### src/borg_soc_consts.svh
/*
 * Shared constants for the bus side of the SoC.
 * Included by the interface, the decoder, the peripherals and the top level.
 */
`ifndef BORG_SOC_CONSTS_SVH
`define BORG_SOC_CONSTS_SVH

// Bus widths
`define BUS_ADR_W 32
`define BUS_DAT_W 32

// --------------------------------------------------
// Slot decode, upper address bits
// --------------------------------------------------
`define SLOT_HI 31
`define SLOT_LO 17
`define SLOT_TIMER 15'h7001
`define SLOT_GPIO 15'h7002

// Word register index inside a slot
`define REG_IDX_HI 3
`define REG_IDX_LO 2

// Flip-flops in the push button synchronizer
`define RST_SYNC_DEPTH 2

`endif

### src/borg_soc_pkg.sv
/*
 * Types shared by the decoder and the peripherals.
 * Imported by wildcard in the module headers that need them.
 */
package borg_soc_pkg;

	// Decoder result, one per reachable target
	typedef enum logic [1:0] {
		SLOT_NONE = 2'd0,
		SLOT_TMR  = 2'd1,
		SLOT_GIO  = 2'd2
	} bus_slot_e;

	// Timer word registers
	typedef enum logic [1:0] {
		TMR_CTRL    = 2'd0,
		TMR_COMPARE = 2'd1,
		TMR_COUNT   = 2'd2
	} timer_reg_e;

	// GPIO word registers
	typedef enum logic [1:0] {
		GIO_LED       = 2'd0,
		GIO_DISP_A    = 2'd1,
		GIO_DISP_B    = 2'd2,
		GIO_DISP_B_OE = 2'd3
	} gpio_reg_e;

endpackage

### src/wb_bus_if.sv
/*
 * Wishbone classic bus between the decoder and one peripheral.
 * The master side drives the request, the slave side returns data and ack.
 */
`timescale 1ns/1ps
`include "borg_soc_consts.svh"

interface wb_bus_if;
	logic [`BUS_ADR_W-1:0] adr;
	logic [`BUS_DAT_W-1:0] dat_w;
	logic [`BUS_DAT_W-1:0] dat_r;
	logic                  we;
	logic                  cyc;
	logic                  stb;
	logic                  ack;

	// Request side
	modport master (output adr, dat_w, we, cyc, stb, input dat_r, ack);

	// Peripheral side
	modport slave (input adr, dat_w, we, cyc, stb, output dat_r, ack);

endinterface
### src/board_io.sv
/*
 * Board side glue: core reset from rst_i and the button,
 * and the registered LED mux between GPIO and debug view.
 */
`timescale 1ns/1ps
`include "borg_soc_consts.svh"

module board_io (
	input  logic       clk,
	input  logic       rst_i,
	input  logic [3:0] btn_i,
	input  logic [7:0] sw_i,
	input  logic [7:0] gpo_led_i,
	input  logic       irq_i,
	input  logic       bus_cyc_i,
	input  logic       bus_stb_i,
	input  logic       bus_ack_i,
	output logic       core_rst_o,
	output logic [7:0] led_o
);

	logic [`RST_SYNC_DEPTH-1:0] btn_sync;
	logic [7:0]                 debug_led;

	// Button synchronizer, oldest sample at the top
	always_ff @(posedge clk) begin
		if (rst_i) begin
			btn_sync <= '0;
		end else begin
			btn_sync <= {btn_sync[`RST_SYNC_DEPTH-2:0], btn_i[0]};
		end
	end

	// sw[1] high masks the button
	assign core_rst_o = rst_i || (!sw_i[1] && btn_sync[`RST_SYNC_DEPTH-1]);

	// Debug view of reset, irq and bus activity
	assign debug_led = {core_rst_o, irq_i, bus_cyc_i && bus_stb_i, bus_ack_i, btn_i};

	always_ff @(posedge clk) begin
		if (rst_i)
			led_o <= '0;
		else
			led_o <= sw_i[1] ? gpo_led_i : debug_led;
	end

endmodule

### src/borg_soc.sv
/*
 * Top level of the bus-side SoC, driven by an external Wishbone master.
 * Holds the board glue, the decoder, the GPIO block and the timer.
 */
`timescale 1ns/1ps
`include "borg_soc_consts.svh"

module borg_soc (
	input  logic                  clk,
	input  logic                  rst_i,
	input  logic [3:0]            btn_i,
	input  logic [7:0]            sw_i,
	// Wishbone master port
	input  logic [`BUS_ADR_W-1:0] wb_adr_i,
	input  logic [`BUS_DAT_W-1:0] wb_dat_i,
	input  logic                  wb_we_i,
	input  logic                  wb_cyc_i,
	input  logic                  wb_stb_i,
	output logic [`BUS_DAT_W-1:0] wb_dat_o,
	output logic                  wb_ack_o,
	// Board pins
	output logic [7:0]            led_o,
	output logic [5:0]            disp_a_o,
	output logic [7:0]            disp_b_o,
	output logic                  disp_b_oe_o,
	input  logic [7:0]            disp_b_i,
	output logic                  timer_irq_o
);

	logic       core_rst;
	logic [7:0] gpo_led;

	wb_bus_if m_bus ();
	wb_bus_if tmr_bus ();
	wb_bus_if gio_bus ();

	// External master onto the decoder input
	assign m_bus.adr   = wb_adr_i;
	assign m_bus.dat_w = wb_dat_i;
	assign m_bus.we    = wb_we_i;
	assign m_bus.cyc   = wb_cyc_i;
	assign m_bus.stb   = wb_stb_i;
	assign wb_dat_o    = m_bus.dat_r;
	assign wb_ack_o    = m_bus.ack;

	board_io u_board_io (
		.clk        (clk),
		.rst_i      (rst_i),
		.btn_i      (btn_i),
		.sw_i       (sw_i),
		.gpo_led_i  (gpo_led),
		.irq_i      (timer_irq_o),
		.bus_cyc_i  (wb_cyc_i),
		.bus_stb_i  (wb_stb_i),
		.bus_ack_i  (wb_ack_o),
		.core_rst_o (core_rst),
		.led_o      (led_o)
	);

	bus_decoder u_bus_decoder (
		.clk   (clk),
		.rst_i (core_rst),
		.m     (m_bus.slave),
		.tmr   (tmr_bus.master),
		.gio   (gio_bus.master)
	);

	gpio_port u_gpio_port (
		.clk         (clk),
		.rst_i       (core_rst),
		.bus         (gio_bus.slave),
		.gpo_led_o   (gpo_led),
		.disp_a_o    (disp_a_o),
		.disp_b_o    (disp_b_o),
		.disp_b_oe_o (disp_b_oe_o),
		.disp_b_i    (disp_b_i)
	);

	tick_timer u_tick_timer (
		.clk   (clk),
		.rst_i (core_rst),
		.bus   (tmr_bus.slave),
		.irq_o (timer_irq_o)
	);

endmodule

### src/bus_decoder.sv
/*
 * Address decoder for the external Wishbone master.
 * Routes each cycle to the timer or the GPIO block by slot code and
 * answers unmapped addresses itself with zero data.
 */
`timescale 1ns/1ps
`include "borg_soc_consts.svh"

module bus_decoder import borg_soc_pkg::*; (
	input logic     clk,
	input logic     rst_i,
	wb_bus_if.slave  m,
	wb_bus_if.master tmr,
	wb_bus_if.master gio
);

	bus_slot_e slot;
	logic      none_ack;

	// --------------------------------------------------
	// Slot select from the upper address bits
	// --------------------------------------------------
	always_comb begin
		case (m.adr[`SLOT_HI:`SLOT_LO])
			`SLOT_TIMER: slot = SLOT_TMR;
			`SLOT_GPIO:  slot = SLOT_GIO;
			default:     slot = SLOT_NONE;
		endcase
	end

	// Request fans out, only stb is qualified
	assign tmr.adr   = m.adr;
	assign tmr.dat_w = m.dat_w;
	assign tmr.we    = m.we;
	assign tmr.cyc   = m.cyc;
	assign tmr.stb   = m.stb && (slot == SLOT_TMR);

	assign gio.adr   = m.adr;
	assign gio.dat_w = m.dat_w;
	assign gio.we    = m.we;
	assign gio.cyc   = m.cyc;
	assign gio.stb   = m.stb && (slot == SLOT_GIO);

	// Unmapped cycle, same one-cycle latency as a peripheral
	always_ff @(posedge clk) begin
		if (rst_i) begin
			none_ack <= 1'b0;
		end else begin
			none_ack <= m.cyc && m.stb && (slot == SLOT_NONE) && !none_ack;
		end
	end

	// Return path, address is held until ack so slot stays valid
	always_comb begin
		case (slot)
			SLOT_TMR: m.dat_r = tmr.dat_r;
			SLOT_GIO: m.dat_r = gio.dat_r;
			default:  m.dat_r = '0;
		endcase
	end

	assign m.ack = tmr.ack || gio.ack || none_ack;

	// Only one peripheral answers at a time
	a_one_slave_ack: assert property (@(posedge clk) disable iff (rst_i)
		!(tmr.ack && gio.ack));

	// Ack to the master is a single-cycle pulse
	a_ack_pulse: assert property (@(posedge clk) disable iff (rst_i)
		m.ack |=> !m.ack);

endmodule

### src/gpio_port.sv
/*
 * 8-bit GPIO block on the Wishbone bus.
 * Drives the LED source, display port A and display port B with its
 * output enable; a read of the port B register samples the pins.
 */
`timescale 1ns/1ps
`include "borg_soc_consts.svh"

module gpio_port import borg_soc_pkg::*; (
	input  logic       clk,
	input  logic       rst_i,
	wb_bus_if.slave    bus,
	output logic [7:0] gpo_led_o,
	output logic [5:0] disp_a_o,
	output logic [7:0] disp_b_o,
	output logic       disp_b_oe_o,
	input  logic [7:0] disp_b_i
);

	gpio_reg_e  reg_idx;
	logic       ack_q;
	logic       req;
	logic [7:0] led_q;
	logic [5:0] disp_a_q;
	logic [7:0] disp_b_q;
	logic [7:0] disp_b_oe_q;

	assign reg_idx = gpio_reg_e'(bus.adr[`REG_IDX_HI:`REG_IDX_LO]);

	// New request, not yet answered
	assign req = bus.cyc && bus.stb && !ack_q;

	// --------------------------------------------------
	// Ack and register writes
	// --------------------------------------------------
	always_ff @(posedge clk) begin
		if (rst_i) begin
			ack_q       <= 1'b0;
			led_q       <= '0;
			disp_a_q    <= '0;
			disp_b_q    <= '0;
			disp_b_oe_q <= '0;
		end else begin
			ack_q <= req;
			if (req && bus.we) begin
				// Low bits only, rest of the word dropped
				case (reg_idx)
					GIO_LED:       led_q       <= bus.dat_w[7:0];
					GIO_DISP_A:    disp_a_q    <= bus.dat_w[5:0];
					GIO_DISP_B:    disp_b_q    <= bus.dat_w[7:0];
					GIO_DISP_B_OE: disp_b_oe_q <= bus.dat_w[7:0];
					default:       ;
				endcase
			end
		end
	end

	// Readback, port B returns the pins not the register
	always_comb begin
		case (reg_idx)
			GIO_LED:       bus.dat_r = {{(`BUS_DAT_W-8){1'b0}}, led_q};
			GIO_DISP_A:    bus.dat_r = {{(`BUS_DAT_W-6){1'b0}}, disp_a_q};
			GIO_DISP_B:    bus.dat_r = {{(`BUS_DAT_W-8){1'b0}}, disp_b_i};
			GIO_DISP_B_OE: bus.dat_r = {{(`BUS_DAT_W-8){1'b0}}, disp_b_oe_q};
			default:       bus.dat_r = '0;
		endcase
	end

	assign bus.ack     = ack_q;
	assign gpo_led_o   = led_q;
	assign disp_a_o    = disp_a_q;
	assign disp_b_o    = disp_b_q;
	assign disp_b_oe_o = disp_b_oe_q[0];

endmodule

### src/tick_timer.sv
/*
 * Compare timer with one-shot and auto-reload modes.
 * Control bits: 0 enable, 1 auto-reload, 2 flag. The flag is the interrupt
 * and is cleared by any control write.
 */
`timescale 1ns/1ps
`include "borg_soc_consts.svh"

module tick_timer import borg_soc_pkg::*; (
	input  logic    clk,
	input  logic    rst_i,
	wb_bus_if.slave bus,
	output logic    irq_o
);

	timer_reg_e            reg_idx;
	logic                  ack_q;
	logic                  wr;
	logic                  ctrl_en;
	logic                  ctrl_ar;
	logic                  flag;
	logic [`BUS_DAT_W-1:0] compare;
	logic [`BUS_DAT_W-1:0] count;
	logic                  match;

	assign reg_idx = timer_reg_e'(bus.adr[`REG_IDX_HI:`REG_IDX_LO]);
	assign wr      = bus.cyc && bus.stb && !ack_q && bus.we;
	assign match   = ctrl_en && (count == compare);

	// --------------------------------------------------
	// Control, flag and ack
	// --------------------------------------------------
	always_ff @(posedge clk) begin
		if (rst_i) begin
			ack_q   <= 1'b0;
			ctrl_en <= 1'b0;
			ctrl_ar <= 1'b0;
			flag    <= 1'b0;
		end else begin
			ack_q <= bus.cyc && bus.stb && !ack_q;
			if (wr && reg_idx == TMR_CTRL) begin
				// Bus write wins over a match in the same cycle
				ctrl_en <= bus.dat_w[0];
				ctrl_ar <= bus.dat_w[1];
				flag    <= 1'b0;
			end else if (match) begin
				flag <= 1'b1;
				// One-shot stops here
				ctrl_en <= ctrl_ar;
			end
		end
	end

	// Compare and counter
	always_ff @(posedge clk) begin
		if (rst_i) begin
			compare <= '0;
			count   <= '0;
		end else if (wr && reg_idx == TMR_COMPARE) begin
			// New period restarts the count, keeps count <= compare
			compare <= bus.dat_w;
			count   <= '0;
		end else if (match) begin
			if (ctrl_ar)
				count <= '0;
		end else if (ctrl_en) begin
			count <= count + 1;
		end
	end

	always_comb begin
		case (reg_idx)
			TMR_CTRL:    bus.dat_r = {{(`BUS_DAT_W-3){1'b0}}, flag, ctrl_ar, ctrl_en};
			TMR_COMPARE: bus.dat_r = compare;
			TMR_COUNT:   bus.dat_r = count;
			default:     bus.dat_r = '0;
		endcase
	end

	assign bus.ack = ack_q;
	assign irq_o   = flag;

	// Counter stays inside the period while running
	a_count_in_range: assert property (@(posedge clk) disable iff (rst_i)
		ctrl_en |-> (count <= compare));

endmodule

### config.mk
export PLATFORM = sky130hd
export DESIGN_NAME = borg_soc
export DESIGN_NICKNAME = d
export VERILOG_FILES = /design/src/borg_soc_pkg.sv /design/src/wb_bus_if.sv /design/src/board_io.sv /design/src/borg_soc.sv /design/src/bus_decoder.sv /design/src/gpio_port.sv /design/src/tick_timer.sv
export VERILOG_INCLUDE_DIRS = /design/src
export SDC_FILE = /design/constraint.sdc
export NUM_CORES = 1
export LEC_CHECK = 0
export ABC_AREA = 1
export BUFFER_PORTS_ARGS = -buffer_cell sky130_fd_sc_hd__buf_2
export CAP_MARGIN = 30
export CORE_MARGIN = 3
export CORE_UTILIZATION = 54
export DETAILED_ROUTE_END_ITERATION = 8
export HOLD_SLACK_MARGIN = 0.03
export PLACE_DENSITY = 0.84
export RECOVER_POWER = 50
export SYNTH_ARGS = -nofsm -noshare
export SYNTH_HDL_FRONTEND = slang
export SYNTH_SLANG_ARGS = --single-unit
### constraint.sdc
create_clock -name clk -period 2.61 [get_ports clk]
set_input_delay 0.261 -clock clk [delete_from_list [all_inputs] [get_ports clk]]
set_output_delay 0.261 -clock clk [all_outputs]
set_load 0.05 [all_outputs]
==> impl_results.rst <==
.. list-table::
   :header-rows: 1

   * - Metric
     - Value
   * - Die area
     - 12680 µm²
   * - Delay of the slowest cell on the worst path
     - 0.31 ns
   * - Total power draw
     - 3.335 mW
   * - Part of the power in the clock network
     - 0.429
   * - Capture point of the worst reg-to-reg path
     - u_tick_timer.count[30]
   * - Share of power burned in registers
     - 0.506
   * - Via count of the routed design
     - 6579
   * - Final setup viols
     - 0
   * - Total grt overflow
     - 0
   * - Share of the synthesized area in the top cell type
     - 0.3588
   * - Area of the multi-input gates
     - 3236 µm²
   * - Cell breakdown of the critical path
     - buf_2 > nor4_1 > nand3_1 > nor4_4 > inv_1 > ha_1 > nand2_1 > buf_12 > a21oi_1 > buf_4
   * - Power per cell area
     - 454.6 nW/µm²
   * - Synth Area in Simple Gates
     - 0.2765
   * - Total instance count after detailed placement
     - 1195
   * - Maximum ir drop on the vdd rail
     - 0.0002750 V
   * - Cell taking the most area after synthesis
     - sky130_fd_sc_hd__dfxtp_1
   * - Final HPWL from detailed placement
     - 13060 µm
   * - Power dissipated by switching net loads
     - 0.7930 mW
   * - Most used flip-flop cell after synthesis
     - sky130_fd_sc_hd__dfxtp_1
   * - Worst-path maximum fanout
     - 24
   * - Internal power component
     - 2.542 mW
   * - Max-cap violations
     - 0
   * - Transition at the pin with the smallest max-transition slack
     - 0.6202 ns
   * - Most instantiated cells after synthesis
     - sky130_fd_sc_hd__nand2_1 (246), sky130_fd_sc_hd__inv_1 (126), sky130_fd_sc_hd__a21oi_1 (125), sky130_fd_sc_hd__dfxtp_1 (110), sky130_fd_sc_hd__o21ai_0 (78)
   * - Mean instance size in the synthesized netlist
     - 6.433 µm²
   * - Sink Count
     - 110
   * - Number of violations reported at the end of detailed-routing iteration 0
     - 737
   * - Dominant combinational cell family by area after synthesis
     - simple AND/OR/NAND/NOR gates
   * - Vias per cell
     - 5.433
   * - Post-synthesis sequential area ratio
     - 0.3588
   * - Initial cell density of the core
     - 0.5588
   * - Clock skew after layout
     - 0.004594 ns
   * - Critical path buffers and inverters
     - 4
   * - Number of buffers created by CTS
     - 9
   * - Core ar.
     - 10980 µm²
   * - Syn_nets
     - 1047
   * - Final weighted congestion in routability-driven placement
     - 0.9446
   * - Slowest CP cell
     - sky130_fd_sc_hd__ha_1
   * - Clock tree from TritonCTS
     - built
   * - Switching Share
     - 0.2378
   * - Y dimension of the die
     - 112.6 µm
   * - Cell count of the worst hold path
     - 3
   * - Layout cells sized above 1
     - 0.1503
   * - Root Buffer Master
     - sky130_fd_sc_hd__clkbuf_16
   * - Post-synthesis share of cell area spent on full adders, half adders and majority gates
     - 0.008155
   * - Sum of routed wire length over all layers
     - 18130 µm
   * - Slack of the worst reg-to-reg path
     - 0.50 ns
   * - Async SR Flop Fraction
     - 0
   * - Worst-skew pair later-pin latency
     - 0.35 ns
   * - Antenna violations before repair
     - 0
   * - Wire length per cell
     - 14.97 µm
   * - Post-synth cell types
     - 29
   * - Final-stage net count
     - 1159
   * - Complex-gate fraction of the synthesized area
     - 0.1863
   * - Count of inserted antenna diode cells
     - 0
   * - Site row count
     - 38
   * - Initial DRT Pass Iterations
     - 5
   * - Hold Buf Count CTS
     - 0
   * - Number of design rule violations left after detail routing
     - 0
   * - Number of antenna-violating nets in the routed design
     - 0
   * - Leading cell type by number of instances after synthesis
     - sky130_fd_sc_hd__nand2_1
   * - Layout overhead on the synthesized area
     - 19.53%
   * - Number of fill cells in the layout
     - 949
   * - Worst Min Path Start
     - btn_i[0]
   * - Final worst hold slack
     - 0.09749 ns
   * - Power share of the combinational group
     - 0.066
   * - Minimum clock period
     - 2.510 ns
   * - Overall track demand over capacity in global routing
     - 0.2852
   * - RSZ-0062 raised after global routing
     - yes
   * - Leakage power
     - 2.891 nW
   * - Top post-synthesis cells by area
     - sky130_fd_sc_hd__dfxtp_1 (36%), sky130_fd_sc_hd__nand2_1 (15%), sky130_fd_sc_hd__a21oi_1 (10%)
   * - Boundary Pins
     - 146
   * - Number of storage elements in the synthesis netlist
     - 110
   * - Max Fclk
     - 398.4 MHz
   * - Reg2reg start
     - u_tick_timer.count[0]
   * - Die X-Extent
     - 112.6 µm
   * - Sequential cell area
     - 2202 µm²
   * - Outcome
     - complete, no violations
   * - Kind of start point of the critical path
     - input pin
   * - Gate count of the mapped netlist
     - 954
   * - Buffer depth of the longest clock path
     - 2
   * - Count of buffers from port buffering
     - 123
   * - Number of enable flip-flop cells after synthesis
     - 0
   * - Xor/xnor cell area share of the yosys netlist
     - 0.04995
   * - Final Util
     - 0.6679
   * - Largest net degree at the start of global routing
     - 65
   * - Final count of hold timing violations
     - 0
   * - Clock-pin slew reported for the worst setup and hold paths after clock tree synthesis
     - 0.07 ns
   * - Count of placed standard cells in the final layout, fillers left out
     - 1211
   * - Wire length of the first global-routing pass
     - 29340 µm
   * - Max-slew headroom
     - 0.5883
   * - Worst setup path category
     - input pin to output port
   * - Kind of cell with the highest combined delay on the critical path
     - simple AND/OR/NAND/NOR gates
   * - Setup TNS Final
     - 0 ns
   * - Min-delay worst type
     - input pin to flop
   * - Required time reported for the critical path endpoint
     - 2.35 ns
   * - Depth of the worst register-to-register path
     - 9
   * - Worst endpoint data arrival time
     - 2.25 ns
   * - Synth warnings
     - 0
   * - Period Utilization, post-route
     - 0.9618
   * - CTS H-Tree Depth
     - 3
   * - Synth Cell Area
     - 6137 µm²
   * - Worst setup EP type
     - output port
   * - Via count of the first global-routing pass
     - 6095
   * - Number of pins with negative max-slew slack in the final report
     - 0
   * - Share of cell area taken by muxes after synthesis
     - 0
   * - Terminating pin of the worst hold path
     - u_board_io.btn_sync[0]
## layer usage
metal	up-vias	GRT usage	part of all wire	wire (µm)
met2	308	0.4336	0.44	8018
met1	2943	0.4118	0.44	8007
met3	34	0.04205	0.094	1701
li1	3294	-	-	-
met4	0	0.1018	0.022	401
met5	-	0	0	0
## logic make-up after synthesis
group	count (synthesis)
flip-flops	110
AO/OA/AOI/OAI	220
adder cells (fa/ha/maj)	4
AND/OR/NAND/NOR	403
XOR/XNOR	35
buffers and inverters	182
## sequential cells by signal, indices dropped and copies added, names as in the netlist
name	cells
u_gpio_port.disp_a_o	6
u_tick_timer.ctrl_ar	1
u_bus_decoder.none_ack	1
u_tick_timer.irq_o	1
u_gpio_port.gpo_led_o	8
u_tick_timer.compare	32
u_board_io.led_o	8
u_board_io.btn_sync	2
u_tick_timer.count	32
u_gpio_port.disp_b_o	8
u_tick_timer.bus.ack	1
u_gpio_port.bus.ack	1
u_gpio_port.disp_b_oe_q	8
u_tick_timer.ctrl_en	1
## tightest hold or removal path, cell delays in order
cell                       delay [ns]
sky130_fd_sc_hd__clkbuf_1        0.08
sky130_fd_sc_hd__inv_1           0.05
sky130_fd_sc_hd__nor2_1          0.03
## metrics by stage
stage	worst slack (ns)	area [µm²]
after CTS	0.03800	7293
final	0.09966	7336
after global routing	-0.03763	7336
after floorplan	-0.02282	6137
after global placement	0.04256	6970
after detailed placement	-0.05524	6970
## power by group through the flow
stage | Sequential [mW] | Clock (mW) | Combinational (mW)
CTS | 1.69 | 1.43 | 0.216
finish | 1.69 | 1.43 | 0.219
global placement | 1.73 | 0 | 0.211
floorplan | 1.75 | 0 | 0.0893
detailed placement | 1.73 | 0 | 0.213
global route | 1.69 | 1.49 | 0.241
## cell type report
class,count,share of cell area
multi-input cells,662,0.4411
flip-flops and latches,110,0.3002
repair buffers,153,0.1260
inverters,130,0.06652
clock buffers,11,0.03309
well taps,140,0.02388
clock inverters,5,0.009210
## placed cells by master, fill, tap and decap left out, types with 26 or more instances in the layout
cell type / n
sky130_fd_sc_hd__a21oi_1: 124
sky130_fd_sc_hd__buf_2: 77
sky130_fd_sc_hd__nor2_1: 67
sky130_fd_sc_hd__buf_4: 32
sky130_fd_sc_hd__o21ai_0: 78
sky130_fd_sc_hd__inv_1: 126
sky130_fd_sc_hd__nand2_1: 246
sky130_fd_sc_hd__dfxtp_1: 110
sky130_fd_sc_hd__nand3_1: 36
sky130_fd_sc_hd__clkbuf_1: 26
## how the worst max path moves through the flow
stage	slack, ns	startpoint	cells past startpoint	to
floorplan	-0.02	wb_adr_i[22]	8	wb_dat_o[10]
global placement	0.04	wb_adr_i[22]	10	wb_dat_o[9]
detailed placement	-0.06	wb_adr_i[26]	10	wb_dat_o[9]
CTS	0.04	wb_adr_i[26]	10	wb_dat_o[9]
global route	-0.04	wb_adr_i[26]	10	wb_dat_o[9]
finish	0.1	wb_adr_i[26]	10	wb_dat_o[17]
## what timing repair did
action / CTS / global route
pin swaps: 0 / 1
setup buffers: 0 / 0
setup endpoints to repair: 4 / 23
resized for setup: 2 / 31
Power figures use the tool's default switching activity.
